### src/include/rf_defines.svh
`ifndef RF_DEFINES_SVH
`define RF_DEFINES_SVH

// register file geometry.
`define RF_DATA_W 32
`define RF_ENTRIES 32
`define RF_ADDR_W 5

// word address width seen on the wishbone port.
`define WB_ADR_W 7

// word addresses 0 to 31 map straight onto the registers.
// the two control words sit above them.
`define ADR_INSTR 7'h40
`define ADR_STATUS 7'h41

`endif

### src/source/rf_pkg.sv
`include "rf_defines.svh"

package rf_pkg;

	// values 10 to 15 are reserved and execute as no-ops.
	typedef enum logic [3:0] {
		OP_ADD = 4'd0,
		OP_SUB = 4'd1,
		OP_SLT = 4'd2,
		OP_SLTU = 4'd3,
		OP_AND = 4'd4,
		OP_OR = 4'd5,
		OP_XOR = 4'd6,
		OP_SLL = 4'd7,
		OP_SRL = 4'd8,
		OP_SRA = 4'd9
	} opcode_e;

	typedef enum logic [1:0] {
		ST_IDLE = 2'd0,
		ST_EXEC = 2'd1,
		ST_ACK = 2'd2
	} ctrl_state_e;

	// taken from the low 19 bits of an instruction write.
	typedef struct packed {
		opcode_e opcode;
		logic [`RF_ADDR_W-1:0] rd;
		logic [`RF_ADDR_W-1:0] rs1;
		logic [`RF_ADDR_W-1:0] rs2;
	} instr_t;

	typedef struct packed {
		logic hit;
		logic [`RF_DATA_W-1:0] data;
	} unit_result_t;

	typedef struct packed {
		logic en;
		logic [`RF_ADDR_W-1:0] addr;
		logic [`RF_DATA_W-1:0] data;
	} rf_write_t;

endpackage

### src/source/regfile_2r1w_zero.sv
`timescale 1ns/10ps

`include "rf_defines.svh"

module regfile_2r1w_zero #(
	parameter int data_nbits = 32,
	parameter int num_entries = 32
) (
	input  logic clk,
	input  logic [`RF_ADDR_W-1:0] read_addr0,
	input  logic [`RF_ADDR_W-1:0] read_addr1,
	output logic [data_nbits-1:0] read_data0,
	output logic [data_nbits-1:0] read_data1,
	input  rf_pkg::rf_write_t wr
);

	logic [data_nbits-1:0] rfile [num_entries];

	// contents are undefined until the host or an instruction writes them.
	always_ff @(posedge clk) begin
		if (wr.en) begin
			rfile[wr.addr] <= wr.data;
		end
	end

	// entry 0 may hold anything, the read ports hide it.
	assign read_data0 = (read_addr0 == '0) ? '0 : rfile[read_addr0];
	assign read_data1 = (read_addr1 == '0) ? '0 : rfile[read_addr1];

endmodule

### src/source/arith_unit.sv
`timescale 1ns/10ps

`include "rf_defines.svh"

module arith_unit (
	input  rf_pkg::opcode_e opcode,
	input  logic [`RF_DATA_W-1:0] op_a,
	input  logic [`RF_DATA_W-1:0] op_b,
	output rf_pkg::unit_result_t result
);

	logic [`RF_DATA_W-1:0] sum;
	logic [`RF_DATA_W-1:0] diff;
	logic lt_signed;
	logic lt_unsigned;

	assign sum = op_a + op_b;
	assign diff = op_a - op_b;
	assign lt_signed = $signed(op_a) < $signed(op_b);
	assign lt_unsigned = op_a < op_b;

	always_comb begin
		result.hit = 1'b1;
		case (opcode)
			rf_pkg::OP_ADD: begin
				result.data = sum;
			end
			rf_pkg::OP_SUB: begin
				result.data = diff;
			end
			rf_pkg::OP_SLT: begin
				result.data = {{(`RF_DATA_W-1){1'b0}}, lt_signed};
			end
			rf_pkg::OP_SLTU: begin
				result.data = {{(`RF_DATA_W-1){1'b0}}, lt_unsigned};
			end
			default: begin
				// not one of ours, the other unit or the reserved path takes it.
				result.hit = 1'b0;
				result.data = '0;
			end
		endcase
	end

endmodule

### src/source/logic_shift_unit.sv
`timescale 1ns/10ps

`include "rf_defines.svh"

module logic_shift_unit (
	input  rf_pkg::opcode_e opcode,
	input  logic [`RF_DATA_W-1:0] op_a,
	input  logic [`RF_DATA_W-1:0] op_b,
	output rf_pkg::unit_result_t result
);

	// only the low five bits of the second operand give the shift amount.
	logic [4:0] shamt;
	logic [`RF_DATA_W-1:0] sra_out;

	assign shamt = op_b[4:0];
	assign sra_out = $signed(op_a) >>> shamt;

	always_comb begin
		result.hit = 1'b1;
		case (opcode)
			rf_pkg::OP_AND: begin
				result.data = op_a & op_b;
			end
			rf_pkg::OP_OR: begin
				result.data = op_a | op_b;
			end
			rf_pkg::OP_XOR: begin
				result.data = op_a ^ op_b;
			end
			rf_pkg::OP_SLL: begin
				result.data = op_a << shamt;
			end
			rf_pkg::OP_SRL: begin
				result.data = op_a >> shamt;
			end
			rf_pkg::OP_SRA: begin
				result.data = sra_out;
			end
			default: begin
				result.hit = 1'b0;
				result.data = '0;
			end
		endcase
	end

endmodule

### src/source/writeback_select.sv
`timescale 1ns/10ps

`include "rf_defines.svh"

module writeback_select (
	input  logic clk,
	input  logic reset,
	input  logic exec_fire,
	input  logic [`RF_ADDR_W-1:0] rd,
	input  rf_pkg::unit_result_t arith,
	input  rf_pkg::unit_result_t logic_shift,
	input  rf_pkg::rf_write_t host_write,
	output rf_pkg::rf_write_t wr,
	output logic [`RF_DATA_W-1:0] status
);

	logic any_hit;
	logic [`RF_DATA_W-1:0] exec_data;
	logic zero_flag;
	logic reserved_flag;
	logic [7:0] exec_count;

	assign any_hit = arith.hit || logic_shift.hit;
	assign exec_data = arith.hit ? arith.data : logic_shift.data;

	// the controller never raises a host write while an instruction executes.
	always_comb begin
		if (exec_fire) begin
			wr.en = any_hit;
			wr.addr = rd;
			wr.data = exec_data;
		end else begin
			wr = host_write;
		end
	end

	always_ff @(posedge clk) begin
		if (reset) begin
			zero_flag <= 1'b0;
			reserved_flag <= 1'b0;
			exec_count <= '0;
		end else if (exec_fire) begin
			zero_flag <= any_hit && (exec_data == '0);
			reserved_flag <= !any_hit;
			if (any_hit) begin
				exec_count <= exec_count + 8'd1;
			end
		end
	end

	assign status = {16'd0, exec_count, 6'd0, reserved_flag, zero_flag};

	// the opcode ranges of the two units must stay disjoint.
	unit_hit_onehot: assert property (
		@(posedge clk) disable iff (reset)
		exec_fire |-> !(arith.hit && logic_shift.hit)
	) else $error("both execution units claimed the same opcode");

endmodule

### src/source/wb_slave_ctrl.sv
`timescale 1ns/10ps

`include "rf_defines.svh"

module wb_slave_ctrl (
	input  logic clk,
	input  logic reset,
	input  logic cyc,
	input  logic stb,
	input  logic we,
	input  logic [`WB_ADR_W-1:0] adr,
	input  logic [`RF_DATA_W-1:0] dat_w,
	output logic [`RF_DATA_W-1:0] dat_r,
	output logic ack,
	output logic [`RF_ADDR_W-1:0] read_addr0,
	output logic [`RF_ADDR_W-1:0] read_addr1,
	input  logic [`RF_DATA_W-1:0] read_data0,
	input  logic [`RF_DATA_W-1:0] status,
	output rf_pkg::instr_t instr,
	output logic exec_fire,
	output rf_pkg::rf_write_t host_write
);

	rf_pkg::ctrl_state_e state;
	logic req;
	logic accept;
	logic adr_is_reg;
	logic adr_is_instr;
	logic adr_is_status;

	assign req = cyc && stb;
	// a new request is only taken in idle, so one access is in flight at a time.
	assign accept = req && (state == rf_pkg::ST_IDLE);

	assign adr_is_reg = (adr[`WB_ADR_W-1:`RF_ADDR_W] == '0);
	assign adr_is_instr = (adr == `ADR_INSTR);
	assign adr_is_status = (adr == `ADR_STATUS);

	always_ff @(posedge clk) begin
		if (reset) begin
			state <= rf_pkg::ST_IDLE;
			ack <= 1'b0;
		end else begin
			ack <= 1'b0;
			case (state)
				rf_pkg::ST_IDLE: begin
					if (req) begin
						if (we && adr_is_instr) begin
							state <= rf_pkg::ST_EXEC;
						end else begin
							state <= rf_pkg::ST_ACK;
							ack <= 1'b1;
						end
					end
				end
				rf_pkg::ST_EXEC: begin
					// the result is written at this edge, ack follows in the next cycle.
					state <= rf_pkg::ST_ACK;
					ack <= 1'b1;
				end
				rf_pkg::ST_ACK: begin
					state <= rf_pkg::ST_IDLE;
				end
				default: begin
					state <= rf_pkg::ST_IDLE;
				end
			endcase
		end
	end

	always_ff @(posedge clk) begin
		if (accept && we && adr_is_instr) begin
			instr <= rf_pkg::instr_t'(dat_w[$bits(rf_pkg::instr_t)-1:0]);
		end
		if (accept && !we) begin
			if (adr_is_reg) begin
				dat_r <= read_data0;
			end else if (adr_is_status) begin
				dat_r <= status;
			end else begin
				dat_r <= '0;
			end
		end
	end

	assign exec_fire = (state == rf_pkg::ST_EXEC);

	always_comb begin
		if (exec_fire) begin
			read_addr0 = instr.rs1;
			read_addr1 = instr.rs2;
		end else begin
			read_addr0 = adr[`RF_ADDR_W-1:0];
			read_addr1 = '0;
		end
	end

	// host register writes land at the same edge that accepts the request.
	assign host_write.en = accept && we && adr_is_reg;
	assign host_write.addr = adr[`RF_ADDR_W-1:0];
	assign host_write.data = dat_w;

	ack_needs_request: assert property (
		@(posedge clk) disable iff (reset)
		ack |-> (cyc && stb)
	) else $error("ack raised without an active request");

	ack_single_cycle: assert property (
		@(posedge clk) disable iff (reset)
		ack |=> !ack
	) else $error("ack held for more than one cycle");

endmodule

### src/source/rf_engine_top.sv
`timescale 1ns/10ps

`include "rf_defines.svh"

module rf_engine_top (
	input  logic clk,
	input  logic reset,
	input  logic cyc,
	input  logic stb,
	input  logic we,
	input  logic [`WB_ADR_W-1:0] adr,
	input  logic [`RF_DATA_W-1:0] dat_w,
	output logic [`RF_DATA_W-1:0] dat_r,
	output logic ack
);

	logic [`RF_ADDR_W-1:0] read_addr0;
	logic [`RF_ADDR_W-1:0] read_addr1;
	logic [`RF_DATA_W-1:0] read_data0;
	logic [`RF_DATA_W-1:0] read_data1;
	logic [`RF_DATA_W-1:0] status;
	logic exec_fire;
	rf_pkg::instr_t instr;
	rf_pkg::rf_write_t host_write;
	rf_pkg::rf_write_t wr;
	rf_pkg::unit_result_t arith_result;
	rf_pkg::unit_result_t logic_shift_result;

	wb_slave_ctrl ctrl (
		.clk(clk),
		.reset(reset),
		.cyc(cyc),
		.stb(stb),
		.we(we),
		.adr(adr),
		.dat_w(dat_w),
		.dat_r(dat_r),
		.ack(ack),
		.read_addr0(read_addr0),
		.read_addr1(read_addr1),
		.read_data0(read_data0),
		.status(status),
		.instr(instr),
		.exec_fire(exec_fire),
		.host_write(host_write)
	);

	regfile_2r1w_zero #(
		.data_nbits(`RF_DATA_W),
		.num_entries(`RF_ENTRIES)
	) rfile (
		.clk(clk),
		.read_addr0(read_addr0),
		.read_addr1(read_addr1),
		.read_data0(read_data0),
		.read_data1(read_data1),
		.wr(wr)
	);

	arith_unit alu (
		.opcode(instr.opcode),
		.op_a(read_data0),
		.op_b(read_data1),
		.result(arith_result)
	);

	logic_shift_unit lsu (
		.opcode(instr.opcode),
		.op_a(read_data0),
		.op_b(read_data1),
		.result(logic_shift_result)
	);

	writeback_select wb_sel (
		.clk(clk),
		.reset(reset),
		.exec_fire(exec_fire),
		.rd(instr.rd),
		.arith(arith_result),
		.logic_shift(logic_shift_result),
		.host_write(host_write),
		.wr(wr),
		.status(status)
	);

endmodule

### config.mk
export PLATFORM = sky130hd
export DESIGN_NAME = rf_engine_top
export DESIGN_NICKNAME = d
export VERILOG_FILES = /design/src/source/rf_pkg.sv /design/src/source/regfile_2r1w_zero.sv /design/src/source/arith_unit.sv /design/src/source/logic_shift_unit.sv /design/src/source/writeback_select.sv /design/src/source/wb_slave_ctrl.sv /design/src/source/rf_engine_top.sv
export VERILOG_INCLUDE_DIRS = /design/src /design/src/include
export SDC_FILE = /design/constraint.sdc
export NUM_CORES = 2
export LEC_CHECK = 0
export ABC_AREA = 1
export ABC_CLOCK_PERIOD_IN_PS = 19800
export BUFFER_PORTS_ARGS = -buffer_cell sky130_fd_sc_hd__clkbuf_2
export CAP_MARGIN = 20
export CORE_MARGIN = 1.5
export CORE_UTILIZATION = 40
export DETAILED_ROUTE_END_ITERATION = 7
export SETUP_SLACK_MARGIN = 0.15
export SLEW_MARGIN = 0
export SYNTH_ARGS = -nofsm -noshare
export SYNTH_HDL_FRONTEND = slang
export SYNTH_SLANG_ARGS = --single-unit
### constraint.sdc
create_clock -name clk -period 19.8 [get_ports clk]
set_input_delay 4.95 -clock clk [delete_from_list [all_inputs] [get_ports clk]]
set_output_delay 4.95 -clock clk [all_outputs]
set_load 0.01 [all_outputs]
=== Word level (Yosys, flattened, before mapping) ===
Memory sizes are Yosys's and may differ from the RTL's.
Cells that the tools add are included.

* Add/subtract/negate cells: 3
* $lt $le $gt $ge: 2
* Equality and inequality tests: 13
* Shift-type cells: 3
* Multiplexer cells: 20
* Bitwise logic cells: 3
* Reductions and logical operators: 20

{| class="wikitable"
|+ Operators with widths
! kind !! count
|-
| 32-bit one-hot mux with 6 select lines || 1
|-
| 32-bit 2-to-1 mux || 4
|-
| 32-bit one-hot mux with 4 select lines || 1
|-
| 32-bit less-than comparator || 2
|-
| 38-bit 2-to-1 mux || 1
|-
| 32-bit adder || 1
|-
| 32-bit bitwise AND || 1
|-
| 32-bit zero test || 1
|-
| 32-bit OR || 1
|-
| 32-bit by 5-bit << shifter with 32-bit output || 1
|-
| 32-bit by 5-bit >> shifter with 32-bit output || 1
|-
| 32-bit by 5-bit >>> shifter with 32-bit output || 1
|-
| 32-bit subtractor || 1
|-
| 32-bit bitwise XOR || 1
|-
| 4-bit by 3-bit == test with 1-bit output (second input constant) || 4
|-
| 16-bit 2-to-1 mux || 1
|-
| 7-bit == test (second input constant) || 2
|-
| 5-bit zero test || 2
|-
| 5-bit 2-to-1 mux || 2
|-
| 8-bit by 1-bit adder with 8-bit output (second input constant) || 1
|-
| 4-bit by 2-bit == test with 1-bit output (second input constant) || 2
|-
| 4-bit == test (second input constant) || 2
|-
| 1-bit logical AND || 8
|-
| 1-bit 2-to-1 mux || 6
|-
| other kinds (13) || 16
|}

* Flip-flop bits (word level): 64
* Memory bits (writable): 1024
* Input port bits: 44
* Output and inout port bits: 33
* Word-level logic and storage cells: 75
* Memories: 1

{| class="wikitable"
|+ Memory list
! name !! words !! bits a word !! rd ports !! clocked after memory_dff !! wr ports !! RTL line !! RTL
|-
| rfile.rfile || 32 || 32 || 2 || 0 || 1 || regfile_2r1w_zero.sv:17 || <nowiki>logic [data_nbits-1:0] rfile [num_entries];</nowiki>
|}

=== Logic depth before layout (Yosys ltp) ===
* Depth in word-level cells: 10
* Mapped depth: 44

=== Hierarchy ===
A second synthesis with hierarchy kept.

* Cell total of the unflattened synthesis: 8637
* Area total of the unflattened synthesis: 66670.2 um2

{| class="wikitable"
|+ Modules (own cells, without submodules)
! module !! times used !! cells each !! area an instance (um2) !! sequential area each (um2)
|-
| regfile_2r1w_zero || 1 || 5956 || 52105.0 || 30749.5
|-
| logic_shift_unit || 1 || 1037 || 5293.8 || 0.0
|-
| arith_unit || 1 || 1074 || 5116.2 || 0.0
|-
| wb_slave_ctrl || 1 || 246 || 2528.7 || 1591.5
|-
| writeback_select || 1 || 324 || 1626.6 || 200.2
|}

=== Worst setup path after synthesis ===
OpenSTA, ideal clock, no wires.

* Path type: input -> register
* From: in adr[0]
* To: mem rfile.rfile[0][22] (data pin)
* Arrival time: 9.930 ns
* Slack: 9.416 ns
* Stages on the path: 34
* Buffers on the path: 2
* Path through: inv_1 nand2_1 nand2_1 buf_2 clkbuf_1 nand2_1 nand3_1 nand2_1 nand2_1 nand2_1 inv_1 nand2_1 nand2_1 nand3_1 inv_1 ha_1 inv_1 fa_1 nor2_1 o21ai_0 nand2_1 nand2_1 nand2_1 a21oi_1 o21ai_1 a21oi_1 o21ai_1 a21boi_0 o21ai_0 or2_2 nand3_1 nand2_1 nor2_1 o21ai_0

{| class="wikitable"
|+ RTL lines
! item !! RTL line !! RTL
|-
| from (decl) || rf_engine_top.sv:11 || <nowiki>input logic [`WB_ADR_W-1:0] adr,</nowiki>
|-
| to (decl) || regfile_2r1w_zero.sv:17 ||
|}

==> out/results.md <==
## Worst setup path
- 35 — biggest fanout along the worst timing path
- 12.87 ns — Worst Path Arrival
- buf_4 — critical-path cell with the highest stage delay
- register — type of element capturing the critical path
- 9.98 ns — r2r setup slk
- 0.69 ns — Worst path max stage delay
- 33 — Worst Reg-to-Reg Cells
- rfile.rfile[29][17] — reg2reg end
- primary input — type of element launching the critical path
- nand2_1 — cell repeated most along the worst path
- in -> reg — category of the most critical setup path
- 20.26 ns — required time of the critical path
- ctrl.state[0] — worst reg2reg path startpoint

## Hold path
- 2 — worst hold path stage count
- wb_sel.zero_flag — startpoint of the most critical hold path
- reg -> reg — worst hold path class
- wb_sel.zero_flag — Worst Hold Endpoint

## Pwr
- 80.7 µV — peak ir drop on the vdd network
- 75.7 mW/mm² — ratio of total power to cell area
- 0.0276 µW — leakage power
- 5240 µW — Power Total

## STA
- 0 — Hold Violations, Final
- 1.20 ns — Worst-Margin Slew
- 0 — Finish-stage setup viols
- 19.9% — worst slew margin relative to its limit
- false — unrepaired setup endpoints after global routing
- 0.0683 ns — maximum clock skew at final layout
- 0.0806 GHz — maximum operating frequency
- 0 ns — total negative slack
- 62.6% — final critical-path share of the clock period
- 12.40 ns — Final min period
- 0 — Max Slew Vio Count

## Synthesis
- 0.0629 mm² — Netlist Area Pre-Place
- edfxtp_1 — cell taking the most area after synthesis
- 7677 — synthesized netlist cell count
- 0% — async set or reset register ratio after synthesis
- 8.20 µm² — synthesized area per cell
- 50 — distinct cell type count of the synthesized netlist
- 51.7% — proportion of synthesized chip area in sequential cells
- 1088 — flip-flop and latch count after synthesis
- 51.3% — portion of synthesized cell area occupied by the leading cell type
- 0 — yosys synthesis warning count
- edfxtp_1, nand2_1, nand3_1 — synth top area cells
- edfxtp_1 — most common flop cell mapped by yosys
- 7826 — net count after synthesis
- 1075 — count of flip-flops with a built-in enable after synthesis

## Global routing
- 55200 — vias in the first global route
- 7.37% — met3 Usage GRT
- 385000 µm — wire length of the first global-routing pass
- 33.0% — overall fraction of global-route tracks in use
- 0 — GRT Residual Overflow
- 50.2% — met2 layer usage reported by global route
- 11 — initial antenna violation count
- met2 — Top Usage Layer GRT
- 184 — pin count of the biggest net entering global routing
- 44.0% — met1 track utilization from global routing

## Floorplanning
- 0.160 mm² — area enclosed by the die boundary
- 145 — count of standard-cell rows
- 77 — number of placed I/O pins
- 400 µm — die width
- 400 µm — Chip Height
- 0.156 mm² — area of the core region
- 40.3% — Initial Utilization

## Clock network
- done — TritonCTS clock tree
- 1088 — number of sinks on the clock net
- 0 — setup bufs post-CTS
- 0 — number of buffers inserted for hold repair after clock tree synthesis
- clkbuf_16 — cell at the root of the clock tree
- 3 — CTS H-tree lvls
- 0.79 ns — Clock Latency Late Sink
- 0 — post-CTS sizing
- 3 — CTS Buffer Depth
- 0.06 ns — clock transition at the registers of the reported paths
- 118 — total clock buffers created by CTS

## Route
- 0 — DRC violation count after routing
- 6 — number of detailed-routing iterations run before antenna repair
- 0 — number of antenna-violating nets in the routed design
- 28.0 µm — detail-routed net length per standard cell
- 6.18 — number of vias per cell after detailed routing
- 59800 — vias after detailed routing
- 9430 — Initial DRC Count
- 271000 µm — DRT Wirelength

## Placed design
- 161000 µm — total half-perimeter wirelength after legalization and detailed placement
- 9431 — cell count after placement
- 1.06 — weighted congestion reported at the end of routability-driven placement
- 76 — number of port buffers

## Final layout
- 6.96% — share of final-layout standard cells stronger than drive strength 1
- 7651 — number of nets in the finished design
- nand2_1 — most common library cell in the layout ignoring fill and taps
- 10.1% — Syn-to-layout area delta
- 15200 — # fillers
- nand2_1, nand3_1, edfxtp_1 — highest-count cells in the layout ignoring fill and taps
- 9664 — number of standard cells in the final layout excluding fillers

## Run
- 0 — max-capacitance violation count

## Outcome
- finished, final reports clean — outcome

[final cells by class]
| type | instances | area, µm² | area share [%] |
|---|---|---|---|
| diodes | 3 | 7.51 | 0.0108 |
| clock buffers | 148 | 3070 | 4.42 |
| clock inverters | 73 | 574 | 0.829 |
| inverters | 343 | 1300 | 1.88 |
| multi-input cells | 5714 | 27300 | 39.4 |
| flip-flops and latches | 1088 | 32500 | 47.0 |
| well taps | 2058 | 2570 | 3.72 |
| repair buffers | 237 | 1920 | 2.77 |
[through the flow]
stage | hold WS, ns | util (%) | setup WS, ns | cell area, µm²
floorplan | 0.439 | - | 9.42 | 62900
global placement | 0.462 | 41.8 | 6.82 | 65300
detailed placement | 0.467 | 41.9 | 6.83 | 65400
CTS | 0.476 | 44.2 | 7.62 | 69100
global route | 0.501 | 44.4 | 7.24 | 69300
finish | 0.480 | 44.4 | 7.40 | 69300
[kinds of logic (layout without fill, tap and decap cells)]
group / Yosys count / after routing / synth area share, %
other: 0 / 3 / 0
AO/OA/AOI/OAI: 857 / 857 / 8.71
adder cells (fa/ha/maj): 105 / 105 / 2.11
AND/OR/NAND/NOR: 4741 / 4741 / 31.6
flip-flops: 1088 / 1088 / 51.7
XOR/XNOR: 11 / 11 / 0.153
buffers and inverters: 875 / 801 / 5.70
[report_power, final]
group          leakage [µW]  internal [µW]  switching, µW
Clock               0.00177           1170            966
Combinational        0.0161            140            432
Sequential          0.00975           2530           1.52
[critical path, delay by kind of cell]
kind | cells | cell delay [ns]
simple gates | 17 | 3.24
buf+inv | 9 | 2.77
compound gates | 5 | 1.40
fa+ha+maj | 1 | 0.36
[worst max path at each step]
stage,start,endpoint,slack [ns],cells after the start
after floorplan,adr[0],rfile.rfile[0][22],9.42,34
after global placement,adr[3],rfile.rfile[20][30],6.82,37
after detailed placement,adr[3],rfile.rfile[30][23],6.83,32
after CTS,adr[3],rfile.rfile[27][23],7.62,32
after global routing,adr[3],rfile.rfile[5][22],7.24,37
final,adr[3],rfile.rfile[29][17],7.40,32
[registers in the layout, indices dropped and copies added, names as in the netlist]
register              cells
wb_sel.reserved_flag      1
ctrl.dat_r               32
ctrl.ack                  1
rfile.rfile            1024
ctrl.state                2
wb_sel.zero_flag          1
ctrl.instr               19
wb_sel.exec_count         8
[synth_stat cells, drive strengths merged (21+ instances only)]
cell type and instances:
nand3 1411, nor3 21, nand4 27, clkbuf 270
a21oi 319, nor2 254, ha 103, edfxtp 1075
buf 262, o21ai 175, o22ai 43, inv 342
nand2 3002, a31oi 99, a32o 170
[layer usage]
layer / vias to the layer above / wire (µm)
met2: 4175 / 118000
met4: 8 / 15600
met3: 829 / 32200
met1: 28700 / 104000
met5: - / 49
li1: 26000 / -
Note: power is estimated with default switching activity, not from simulation.
